## config.mk

```make
export PLATFORM = sky130hd
export DESIGN_NAME = au_top
export DESIGN_NICKNAME = d
export VERILOG_FILES = /design/src/source/au_pkg.sv /design/src/source/au_exec.sv /design/src/source/au_irq_status.sv /design/src/source/au_top.sv /design/src/source/au_work_regs.sv
export VERILOG_INCLUDE_DIRS = /design/src /design/src/source
export SDC_FILE = /design/constraint.sdc
export NUM_CORES = 2
export LEC_CHECK = 0
export BUFFER_PORTS_ARGS = -buffer_cell sky130_fd_sc_hd__buf_2
export CORE_MARGIN = 4
export CORE_UTILIZATION = 50
export CTS_BUF_LIST = sky130_fd_sc_hd__clkbuf_8 sky130_fd_sc_hd__clkbuf_16
export DETAILED_ROUTE_END_ITERATION = 7
export GPL_ROUTABILITY_DRIVEN = 0
export PLACE_DENSITY = 0.66
export SYNTH_ARGS = -nofsm -noshare
export SYNTH_HDL_FRONTEND = slang
export SYNTH_SLANG_ARGS = --single-unit
export TNS_END_PERCENT = 5
```

## constraint.sdc

```tcl
create_clock -name clk -period 21.3 [get_ports clk]
set_clock_uncertainty 0.05 [all_clocks]
set_input_delay 1.065 -clock clk [delete_from_list [all_inputs] [get_ports clk]]
set_output_delay 1.065 -clock clk [all_outputs]
set_load 0.01 [all_outputs]
```

## src/source/au_config.svh

```systemverilog
// ------------------------------
// Sizes of the arithmetic unit
// Included by the package, the RTL and the testbench
// Every width in the design is derived from these values
// ------------------------------

`ifndef AU_CONFIG_SVH
`define AU_CONFIG_SVH

// Datapath ----------------------
`define AU_DATA_W   32  // Work register width

// Register file -----------------
`define AU_NUM_REGS 32  // Number of work registers
`define AU_ADDR_W   5   // Register index width

// Instruction fields ------------
`define AU_IMM_W    8   // Immediate width, zero-extended
`define AU_OP_W     3   // Opcode width

`endif

```

## src/source/au_pkg.sv

```systemverilog
// ------------------------------
// Shared types of the arithmetic unit
// Referenced by scoped names, e.g. au_pkg::word_t
// ------------------------------

package au_pkg;

`include "au_config.svh"

  // Data and index types ----------
  typedef logic [`AU_DATA_W-1:0] word_t;     // One work register word
  typedef logic [`AU_ADDR_W-1:0] reg_addr_t; // Work register index
  typedef logic [`AU_IMM_W-1:0]  imm_t;      // Unsigned immediate

  // Opcodes -----------------------
  // Codes above op_mac_imm are illegal and raise the error flag
  typedef enum logic [`AU_OP_W-1:0] {
    op_add_imm = 3'd0,  // dst = rs0 + imm
    op_mul_imm = 3'd1,  // dst = rs0 * imm
    op_add_reg = 3'd2,  // dst = rs0 + rs1
    op_mul_reg = 3'd3,  // dst = rs0 * rs1
    op_mac_imm = 3'd4   // dst = rs0 * rs1 + imm
  } op_e;

endpackage

```

## src/source/au_exec.sv

```systemverilog
// ------------------------------
// Execute unit of the arithmetic unit
// Decodes one instruction per four-phase start_req/start_ack cycle
// Result and write strobe are registered at the accepting edge
// done_ok or done_err pulses one cycle for the status block
// ------------------------------

`timescale 1ns/1ps

`include "au_config.svh"

module au_exec (
  input  logic                clk,       // Clock
  input  logic                rst_n,     // Async reset, active low
  // Start handshake
  input  logic                start_req, // Host start request
  output logic                start_ack, // Start acknowledge
  // Instruction fields
  input  logic [`AU_OP_W-1:0] op_code,   // Raw opcode
  input  au_pkg::word_t       rs0_data,  // Operand 0 value
  input  au_pkg::word_t       rs1_data,  // Operand 1 value
  input  au_pkg::reg_addr_t   dst,       // Destination index
  input  au_pkg::imm_t        imm,       // Immediate
  // Register file write
  output logic                exe_we,    // One-cycle write strobe
  output au_pkg::reg_addr_t   exe_addr,  // Destination index
  output au_pkg::word_t       exe_wdata, // Result value
  // Status pulses
  output logic                done_ok,   // Valid instruction done
  output logic                done_err   // Illegal opcode seen
);

  au_pkg::op_e   op;          // Decoded opcode
  logic          op_valid;    // Opcode in legal range
  logic          mul_by_reg;  // Multiplier takes rs1 instead of imm
  logic          add_reg;     // Adder takes rs1 instead of imm
  logic          add_prod;    // Adder takes the product instead of rs0
  logic          res_prod;    // Result is the bare product
  logic          start_acc;   // Request accepted this cycle
  au_pkg::word_t imm_ext;     // Zero-extended immediate
  au_pkg::word_t mul_b;       // Second multiplier operand
  au_pkg::word_t mul_p;       // Product, truncated
  au_pkg::word_t add_a;       // First adder operand
  au_pkg::word_t add_b;       // Second adder operand
  au_pkg::word_t add_s;       // Sum, truncated
  au_pkg::word_t result;      // Value for the destination

  // Decode ------------------------
  assign op = au_pkg::op_e'(op_code);

  always_comb begin
    op_valid   = 1'b1;
    mul_by_reg = 1'b0;
    add_reg    = 1'b0;
    add_prod   = 1'b0;
    res_prod   = 1'b0;
    case (op)
      au_pkg::op_add_imm: add_reg    = 1'b0;  // rs0 + imm
      au_pkg::op_mul_imm: res_prod   = 1'b1;  // rs0 * imm
      au_pkg::op_add_reg: add_reg    = 1'b1;  // rs0 + rs1
      au_pkg::op_mul_reg: begin               // rs0 * rs1
        mul_by_reg = 1'b1;
        res_prod   = 1'b1;
      end
      au_pkg::op_mac_imm: begin               // rs0 * rs1 + imm
        mul_by_reg = 1'b1;
        add_prod   = 1'b1;
      end
      default:            op_valid   = 1'b0;  // Codes 5 to 7
    endcase
  end

  // Datapath ----------------------
  assign imm_ext = {{(`AU_DATA_W-`AU_IMM_W){1'b0}}, imm};
  assign mul_b   = mul_by_reg ? rs1_data : imm_ext;
  assign mul_p   = rs0_data * mul_b;              // Upper product bits dropped
  assign add_a   = add_prod ? mul_p : rs0_data;
  assign add_b   = add_reg ? rs1_data : imm_ext;
  assign add_s   = add_a + add_b;                 // Carry out dropped
  assign result  = res_prod ? mul_p : add_s;

  // Handshake and control ---------
  assign start_acc = start_req & ~start_ack;      // New request, previous one returned

  always_ff @(posedge clk or negedge rst_n) begin
    if (!rst_n) begin
      start_ack <= 1'b0;
      exe_we    <= 1'b0;
      done_ok   <= 1'b0;
      done_err  <= 1'b0;
    end else begin
      exe_we   <= start_acc & op_valid;          // Single-cycle pulses
      done_ok  <= start_acc & op_valid;
      done_err <= start_acc & ~op_valid;         // No write on illegal opcode
      if (start_acc) begin
        start_ack <= 1'b1;
      end else if (!start_req) begin
        start_ack <= 1'b0;                       // Return to idle
      end
    end
  end

  // Write payload, held until the next accepted instruction
  always_ff @(posedge clk or negedge rst_n) begin
    if (!rst_n) begin
      exe_addr  <= '0;
      exe_wdata <= '0;
    end else if (start_acc && op_valid) begin
      exe_addr  <= dst;
      exe_wdata <= result;
    end
  end

endmodule

```

## src/source/au_irq_status.sv

```systemverilog
// ------------------------------
// Sticky status flags and interrupt line
// Set by the execute done pulses, cleared by the host
// A set in the same cycle as a clear wins
// ------------------------------

`timescale 1ns/1ps

module au_irq_status (
  input  logic clk,        // Clock
  input  logic rst_n,      // Async reset, active low
  input  logic done_ok,    // Valid instruction done
  input  logic done_err,   // Illegal opcode seen
  input  logic clr_finish, // Host clear of sts_finish
  input  logic clr_error,  // Host clear of sts_error
  output logic sts_finish, // Sticky finish flag
  output logic sts_error,  // Sticky error flag
  output logic irq         // Interrupt level
);

  // Flags -------------------------
  always_ff @(posedge clk or negedge rst_n) begin
    if (!rst_n) begin
      sts_finish <= 1'b0;
      sts_error  <= 1'b0;
    end else begin
      if (done_ok) begin
        sts_finish <= 1'b1;              // Set has priority
      end else if (clr_finish) begin
        sts_finish <= 1'b0;
      end
      if (done_err) begin
        sts_error <= 1'b1;
      end else if (clr_error) begin
        sts_error <= 1'b0;
      end
    end
  end

  assign irq = sts_finish | sts_error;  // Level, no extra latency

endmodule

```

## src/source/au_top.sv

```systemverilog
// ------------------------------
// Top level of the arithmetic unit
// Host register port, start handshake and status flags
// Connects register file, execute unit and status block
// ------------------------------

`timescale 1ns/1ps

`include "au_config.svh"

module au_top (
  input  logic                clk,          // Clock
  input  logic                rst_n,        // Async reset, active low
  // Host register port
  input  logic                host_we,      // Host write strobe
  input  au_pkg::reg_addr_t   host_addr,    // Host write index
  input  au_pkg::word_t       host_wdata,   // Host write value
  input  au_pkg::reg_addr_t   host_rd_addr, // Host read index
  output au_pkg::word_t       host_rd_data, // Host read value
  // Instruction and handshake
  input  logic                start_req,    // Start request
  input  logic [`AU_OP_W-1:0] op_code,      // Opcode
  input  au_pkg::reg_addr_t   rs0,          // Source 0 index
  input  au_pkg::reg_addr_t   rs1,          // Source 1 index
  input  au_pkg::reg_addr_t   dst,          // Destination index
  input  au_pkg::imm_t        imm,          // Immediate
  output logic                start_ack,    // Start acknowledge
  // Status
  input  logic                clr_finish,   // Clear finish flag
  input  logic                clr_error,    // Clear error flag
  output logic                sts_finish,   // Finish flag
  output logic                sts_error,    // Error flag
  output logic                irq           // Interrupt
);

  au_pkg::word_t     rs0_data;  // Operand 0 from register file
  au_pkg::word_t     rs1_data;  // Operand 1 from register file
  logic              exe_we;    // Result write strobe
  au_pkg::reg_addr_t exe_addr;  // Result index
  au_pkg::word_t     exe_wdata; // Result value
  logic              done_ok;   // Finish pulse
  logic              done_err;  // Error pulse

  // Register file -----------------
  au_work_regs i_work_regs (
    .clk          (clk),
    .rst_n        (rst_n),
    .rs0_addr     (rs0),
    .rs1_addr     (rs1),
    .host_rd_addr (host_rd_addr),
    .rs0_data     (rs0_data),
    .rs1_data     (rs1_data),
    .host_rd_data (host_rd_data),
    .exe_we       (exe_we),
    .exe_addr     (exe_addr),
    .exe_wdata    (exe_wdata),
    .host_we      (host_we),
    .host_addr    (host_addr),
    .host_wdata   (host_wdata)
  );

  // Execute -----------------------
  au_exec i_exec (
    .clk       (clk),
    .rst_n     (rst_n),
    .start_req (start_req),
    .start_ack (start_ack),
    .op_code   (op_code),
    .rs0_data  (rs0_data),
    .rs1_data  (rs1_data),
    .dst       (dst),
    .imm       (imm),
    .exe_we    (exe_we),
    .exe_addr  (exe_addr),
    .exe_wdata (exe_wdata),
    .done_ok   (done_ok),
    .done_err  (done_err)
  );

  // Status ------------------------
  au_irq_status i_irq_status (
    .clk        (clk),
    .rst_n      (rst_n),
    .done_ok    (done_ok),
    .done_err   (done_err),
    .clr_finish (clr_finish),
    .clr_error  (clr_error),
    .sts_finish (sts_finish),
    .sts_error  (sts_error),
    .irq        (irq)
  );

endmodule

```

## src/source/au_work_regs.sv

```systemverilog
// ------------------------------
// Work register file of the arithmetic unit
// Two operand read ports and one host read port, all combinational
// One write per cycle, the execute write wins over the host write
// ------------------------------

`timescale 1ns/1ps

`include "au_config.svh"

module au_work_regs (
  input  logic              clk,          // Clock
  input  logic              rst_n,        // Async reset, active low
  // Read ports
  input  au_pkg::reg_addr_t rs0_addr,     // Operand 0 index
  input  au_pkg::reg_addr_t rs1_addr,     // Operand 1 index
  input  au_pkg::reg_addr_t host_rd_addr, // Host read index
  output au_pkg::word_t     rs0_data,     // Operand 0 value
  output au_pkg::word_t     rs1_data,     // Operand 1 value
  output au_pkg::word_t     host_rd_data, // Host read value
  // Execute write port
  input  logic              exe_we,       // Result write strobe
  input  au_pkg::reg_addr_t exe_addr,     // Result index
  input  au_pkg::word_t     exe_wdata,    // Result value
  // Host write port
  input  logic              host_we,      // Host write strobe
  input  au_pkg::reg_addr_t host_addr,    // Host write index
  input  au_pkg::word_t     host_wdata    // Host write value
);

  au_pkg::word_t     regs [`AU_NUM_REGS]; // Register array
  logic              wr_en;               // Any write this cycle
  au_pkg::reg_addr_t wr_addr;             // Selected write index
  au_pkg::word_t     wr_data;             // Selected write value

  // Write select ------------------
  assign wr_en   = exe_we | host_we;
  assign wr_addr = exe_we ? exe_addr  : host_addr;  // Execute has priority
  assign wr_data = exe_we ? exe_wdata : host_wdata; // Host write dropped on conflict

  always_ff @(posedge clk or negedge rst_n) begin
    if (!rst_n) begin
      for (int i = 0; i < `AU_NUM_REGS; i++) begin
        regs[i] <= '0;                     // All registers start at zero
      end
    end else if (wr_en) begin
      regs[wr_addr] <= wr_data;
    end
  end

  // Read ports --------------------
  assign rs0_data     = regs[rs0_addr];     // Feeds the execute datapath
  assign rs1_data     = regs[rs1_addr];
  assign host_rd_data = regs[host_rd_addr]; // Readback for the host

endmodule
```

# Word-level counts from Yosys, hierarchy flattened
# Cells that the tools add are included.
[classes]
n_addsub = 1
mul = 1
magnitude_cmp = 5
n_eq_ne = 5
muxes = 29
bitwise_logic = 11
n_reduce_logical = 8
[ops]
columns = ["op", "n"]
rows = [
  ["$bwmux W1024", 1],
  ["$bmux W32 S5", 3],
  ["$mux W32", 12],
  ["$demux W32 S5", 1],
  ["$add A32 B32 Y32", 1],
  ["$mul A32 B32 Y32", 1],
  ["$ge A6 B6 Y1 const B", 4],
  ["$not A5 Y6", 4],
  ["$mux W1", 11],
  ["$eq A3 B2 Y1 const B", 2],
  ["$lt A6 B1 Y1 const B", 1],
  ["$mux W5", 1],
  ["$reduce_or A5 Y1", 1],
  ["$reduce_bool A2 Y1", 2],
  ["$reduce_or A2 Y1", 2],
  ["$and A1 B1 Y1", 3],
  ["$eq A3 B1 Y1 const B", 1],
  ["$eq A3 B3 Y1 const B", 1],
  ["$logic_not A3 Y1", 1],
  ["$logic_and A1 B1 Y1", 2],
  ["$ne A2 B1 Y1 const B", 1],
  ["$not A1 Y1", 2],
  ["$or A1 B1 Y1", 2],
]
[totals]
regBits = 1066
in_bits = 74

# Depth between registers and ports, before layout
[depth]
depth_word = 9
ltp_mapped = 55

# Cells and area by module
# Synthesis repeated with hierarchy kept, for this count alone.
[hier_totals]
hier_cells = 9232
hier_area_um2 = 82620.5
[by_module_without_submodules]
columns = ["module", "instances", "cells_per_inst", "area_per_inst_um2", "seq_area_each_um2"]
rows = [
  ["au_work_regs", 1, 6944, 62705.1, 25624.6],
  ["au_exec", 1, 2281, 19835.3, 1001.0],
  ["au_irq_status", 1, 7, 80.1, 50.0],
]

# Least setup slack after synthesis
# Ideal clock, no wire load.
[synth_path]
kind = "input to register"
start = "input rs1[1]"
end = "register i_exec.exe_wdata[31]"
setup_ns = 0.126
arrival_time_ns = 12.003
required_ns = 21.124
path_slack_ns = 9.121
path_stages = 54
path_buffers = 7
cell_sequence = "buf_4 -> buf_4 -> buf_2 -> buf_1 -> mux4_2 -> mux4_2 -> mux2i_1 -> nand2_1 -> o21ai_0 -> clkbuf_1 -> clkbuf_1 -> nor2_1 -> fa_1 -> inv_1 -> fa_1 -> inv_1 -> fa_1 -> inv_1 -> [18 not listed] -> a21oi_1 -> xor2_1 -> a21oi_1 -> ha_1 -> inv_1 -> o21ai_0 -> a21oi_1 -> nand2_1 -> a21oi_1 -> o21ai_0 -> a41oi_1 -> a21boi_0 -> o21ai_0 -> nand2b_1 -> xnor2_1 -> nor4_1 -> a211o_1 -> o32a_1"
[synth_between]
elab_chain_cells = 9
[synth_rtl]
columns = ["item", "line_no", "text"]
rows = [
  ["from (decl)", "au_top.sv:24", "input au_pkg::reg_addr_t rs1,"],
  ["$not A5 Y6 (implied by the code) *", "au_work_regs.sv:53", "assign rs1_data = regs[rs1_addr];"],
  ["$bmux W32 S5 *", "au_work_regs.sv:53", ""],
  ["$mux W32 (implied by the code) * (2 in a row)", "au_work_regs.sv:53", ""],
  ["$mux W32", "au_exec.sv:75", "assign mul_b = mul_by_reg ? rs1_data : imm_ext;"],
  ["$mul A32 B32 Y32", "au_exec.sv:76", "assign mul_p = rs0_data * mul_b;"],
  ["$mux W32", "au_exec.sv:77", "assign add_a = add_prod ? mul_p : rs0_data;"],
  ["$add A32 B32 Y32", "au_exec.sv:79", "assign add_s = add_a + add_b;"],
  ["$mux W32 *", "au_exec.sv:80", "assign result = res_prod ? mul_p : add_s;"],
  ["to (signal assigned)", "au_exec.sv:110", "exe_wdata <= result;"],
  ["to (decl)", "au_exec.sv:27", "output au_pkg::word_t exe_wdata,"],
]
# Every way passes the cells marked *; elsewhere a longest branch is shown, timed or not. The select of a mux whose other input is x is not followed.
# A chain may end at the register's enable or synchronous reset.

# Worst setup path in the final report
[layout_path]
start = "input rs0[0]"
end = "register i_exec.exe_wdata[31]"
[layout_between]
elab_chain_cells = 8
[layout_rtl]
columns = ["item", "line_no", "text"]
rows = [
  ["from (decl)", "au_top.sv:23", "input au_pkg::reg_addr_t rs0,"],
  ["$not A5 Y6 (implied by the code) *", "au_work_regs.sv:52", "assign rs0_data = regs[rs0_addr];"],
  ["$bmux W32 S5 *", "au_work_regs.sv:52", ""],
  ["$mux W32 (implied by the code) * (2 in a row)", "au_work_regs.sv:52", ""],
  ["$mul A32 B32 Y32", "au_exec.sv:76", ""],
  ["$mux W32", "au_exec.sv:77", ""],
  ["$add A32 B32 Y32", "au_exec.sv:79", ""],
  ["$mux W32 *", "au_exec.sv:80", ""],
]
# Marked as above.

==> impl_metrics.xml <==
<?xml version="1.0" encoding="UTF-8"?>
<metrics>
  <group name="outcome">
    <metric name="status" unit="">complete, no violations</metric>
  </group>
  <group name="synthesis">
    <metric name="ys_async_sr_fraction" unit="%">100</metric>
    <metric name="yosysMostFrequentCell" unit="">sky130_fd_sc_hd__dfrtp_1</metric>
    <metric name="mappedNetlistNets" unit="">7907</metric>
    <metric name="synth.yosys.seq_area_share" unit="%">33.3</metric>
    <metric name="ys_top_cells_by_area" unit="">sky130_fd_sc_hd__dfrtp_1 (33%), sky130_fd_sc_hd__mux4_2 (26%), sky130_fd_sc_hd__fa_1 (10%)</metric>
    <metric name="synth_edf_count" unit="">0</metric>
    <metric name="ys_dominant_reg_cell" unit="">sky130_fd_sc_hd__dfrtp_1</metric>
    <metric name="synthDistinctLibCells" unit="">67</metric>
    <metric name="ys_ff_latch" unit="">1066</metric>
    <metric name="post_synth_instance_area" unit="µm²">80200</metric>
    <metric name="cell_taking_the_most_area_after_synthesis" unit="">sky130_fd_sc_hd__dfrtp_1</metric>
    <metric name="ys_warn_count" unit="">0</metric>
    <metric name="synth_top_area_share" unit="%">33.3</metric>
    <metric name="post_synth.cell_area_avg" unit="µm²">11.0</metric>
    <metric name="synthTopCellsByCount" unit="">sky130_fd_sc_hd__dfrtp_1 (1066), sky130_fd_sc_hd__mux4_2 (909), sky130_fd_sc_hd__nand2_1 (834)</metric>
    <metric name="synthesized_netlist_cell_count" unit="">7270</metric>
  </group>
  <group name="cells_and_area">
    <metric name="design.final.nets" unit="">7664</metric>
    <metric name="final_layout_size_suffix_gt1_share" unit="%">21.9</metric>
    <metric name="finish.utilization" unit="%">54.4</metric>
    <metric name="syn2layout_area_growth" unit="%">7.87</metric>
  </group>
  <group name="sta">
    <metric name="hold_violations" unit="">0</metric>
    <metric name="timing.final.crit_share" unit="%">64.5</metric>
    <metric name="grt_setup_unrepaired" unit="">false</metric>
    <metric name="timing.final.setup_violations" unit="">0</metric>
    <metric name="setup_tns_final" unit="ns">0</metric>
    <metric name="worst_slew_margin_rel" unit="%">12.8</metric>
    <metric name="timing.final.max_slew_violations" unit="">0</metric>
    <metric name="tightest_slew" unit="ns">1.31</metric>
    <metric name="maximum_clock_frequency" unit="MHz">72.8</metric>
    <metric name="hold-worst-slack" unit="ns">0.333</metric>
    <metric name="fin_crit" unit="ns">13.73</metric>
  </group>
  <group name="critical_path">
    <metric name="criticalPathCategory" unit="">in2reg</metric>
    <metric name="cp_num_buf_inv" unit="">9</metric>
    <metric name="cp_data_arrival_time" unit="ns">14.32</metric>
    <metric name="startpoint_type" unit="">input port</metric>
    <metric name="critical-path-slowest-cell" unit="">sky130_fd_sc_hd__buf_4</metric>
    <metric name="delay_heaviest_family_cp" unit="">adder cells</metric>
    <metric name="worst_setup_path_end_kind" unit="">flip-flop</metric>
    <metric name="worst_path_largest_cell_delay" unit="ns">0.79</metric>
    <metric name="data_required_time_at_the_worst_endpoint" unit="ns">21.88</metric>
    <metric name="critPathMaxFanout" unit="">55</metric>
  </group>
  <group name="clock_tree">
    <metric name="clk_pin_slew_worst_paths" unit="ns">0.07</metric>
    <metric name="clock_path_buffers" unit="">3</metric>
    <metric name="cts_made_buffers" unit="">116</metric>
    <metric name="clockRootBuffer" unit="">sky130_fd_sc_hd__clkbuf_16</metric>
    <metric name="cts-htree-levels" unit="">3</metric>
    <metric name="clock_latency" unit="ns">0.79</metric>
    <metric name="clock_sink_count" unit="">1066</metric>
    <metric name="cts_hold_buf" unit="">0</metric>
    <metric name="ctsResizeCount" unit="">0</metric>
    <metric name="cts_tree" unit="">built</metric>
    <metric name="post-cts-setup-buffer-count" unit="">0</metric>
  </group>
  <group name="global_routing">
    <metric name="pin_count_of_the_biggest_net_entering_global_routing" unit="">160</metric>
    <metric name="antenna_found_initial" unit="">9</metric>
    <metric name="gr-usage-all-layers" unit="%">32.9</metric>
    <metric name="gr-total-overflow" unit="">0</metric>
    <metric name="busiest_layer" unit="">met2</metric>
    <metric name="globalRouteMet1Util" unit="%">45.5</metric>
    <metric name="wire_length_of_the_first_global_routing_pass" unit="µm">409000</metric>
    <metric name="met2_usage" unit="%">49.4</metric>
    <metric name="met3_usage" unit="%">9.18</metric>
    <metric name="grt_pass1_vias" unit="">62100</metric>
  </group>
  <group name="floorplanning">
    <metric name="die_height" unit="µm">409</metric>
    <metric name="core_area" unit="µm²">159000</metric>
    <metric name="std_cell_rows" unit="">146</metric>
    <metric name="initial_utilization" unit="%">50.5</metric>
    <metric name="die-area" unit="µm²">167000</metric>
    <metric name="die_x" unit="µm">409</metric>
    <metric name="design.portCount" unit="">110</metric>
  </group>
  <group name="placement">
    <metric name="place.port_buffers" unit="">109</metric>
    <metric name="dp_hpwl" unit="µm">169000</metric>
  </group>
  <group name="job">
    <metric name="cap_viol_max_count" unit="">0</metric>
  </group>
  <group name="route">
    <metric name="finalWirelength" unit="µm">272000</metric>
    <metric name="dr.first_iter.drc_count" unit="">8407</metric>
    <metric name="routed_length_per_instance" unit="µm">29.6</metric>
    <metric name="antenna_nets_post_route" unit="">0</metric>
    <metric name="drc" unit="">0</metric>
    <metric name="firstDrtPassIters" unit="">6</metric>
    <metric name="vias" unit="">61300</metric>
    <metric name="drt-vias-per-instance" unit="">6.66</metric>
  </group>
  <group name="hold_path">
    <metric name="path_class_of_the_lowest_slack_min_delay_path" unit="">in2async</metric>
  </group>
</metrics>
-- registers in the layout (all words and copies together), names as in the netlist --
| register | flops |
|---|---|
| i_irq_status.sts_error | 1 |
| i_exec.done_err | 1 |
| i_exec.exe_we | 1 |
| i_irq_status.sts_finish | 1 |
| i_exec.exe_addr | 5 |
| i_exec.exe_wdata | 32 |
| i_work_regs.regs | 1024 |
| i_exec.start_ack | 1 |
-- layer usage --
layer	routed length, µm	part of all wire (%)	up-vias
li1	-	-	25200
met1	101000	37	31200
met2	120000	44	4070
met3	37400	14	782
met4	13800	5.1	8
met5	49	0.018	-
-- path summary, 6_finish.rpt --
kind                       slack, ns                      to  cells past startpoint             startpoint
max                             7.57    i_exec.exe_wdata[31]                     48                 rs0[0]
min                             0.33   i_work_regs.regs[140]                      1                  rst_n
max reg2reg                     9.13    i_exec.exe_wdata[31]                     48  i_work_regs.regs[772]
min reg2reg                     0.39  i_irq_status.sts_error                      1        i_exec.done_err
max in group asynchronous      17.76           i_exec.exe_we                      4                  rst_n
min in group clk                0.38        i_exec.start_ack                      1              start_req
-- final cells by class --
cell class                 count  area [µm²]
inverter                     481        1810
multi-input combinational   5087       49500
tap                         2072        2590
clock inverter                70         774
clock buffer                 144        3300
antenna                        2        5.00
timing repair buffer         275        1910
sequential                  1066       26700
fill                       13400       72400
-- cell families after synthesis --
kind of cell / after synthesis / share of synthesized area [%]
simple gates: 1979 / 10.3
flops: 1066 / 33.3
fa+ha+maj: 563 / 12.6
buf+inv: 1117 / 5.73
xor+xnor: 108 / 1.25
mux: 1098 / 28.0
compound gates: 1339 / 8.91
-- cell usage in the layout (no fill, tap or decap), drive strengths merged, types with 117 or more instances in the layout --
cell | synthesis | layout
dfrtp | 1066 | 1066
mux4 | 909 | 909
nand2 | 834 | 834
nor2 | 806 | 806
a21oi | 605 | 605
o21ai | 578 | 578
inv | 480 | 499
fa | 409 | 409
buf | 164 | 275
ha | 154 | 154
clkbuf | 472 | 144
mux2i | 117 | 117
-- stage by stage --
stage	std cells	cell area, µm²	setup WS (ns)
after CTS	9195	86500	7.60
after floorplan	7270	80200	9.12
after global placement	8981	82400	7.01
after global routing	9196	86500	6.59
after detailed placement	8981	82400	6.82
final	9197	86500	7.57
Power is left out: the tool's default activity adds up to more than one toggle a clock period on the data nets, which glitch-free logic cannot reach.
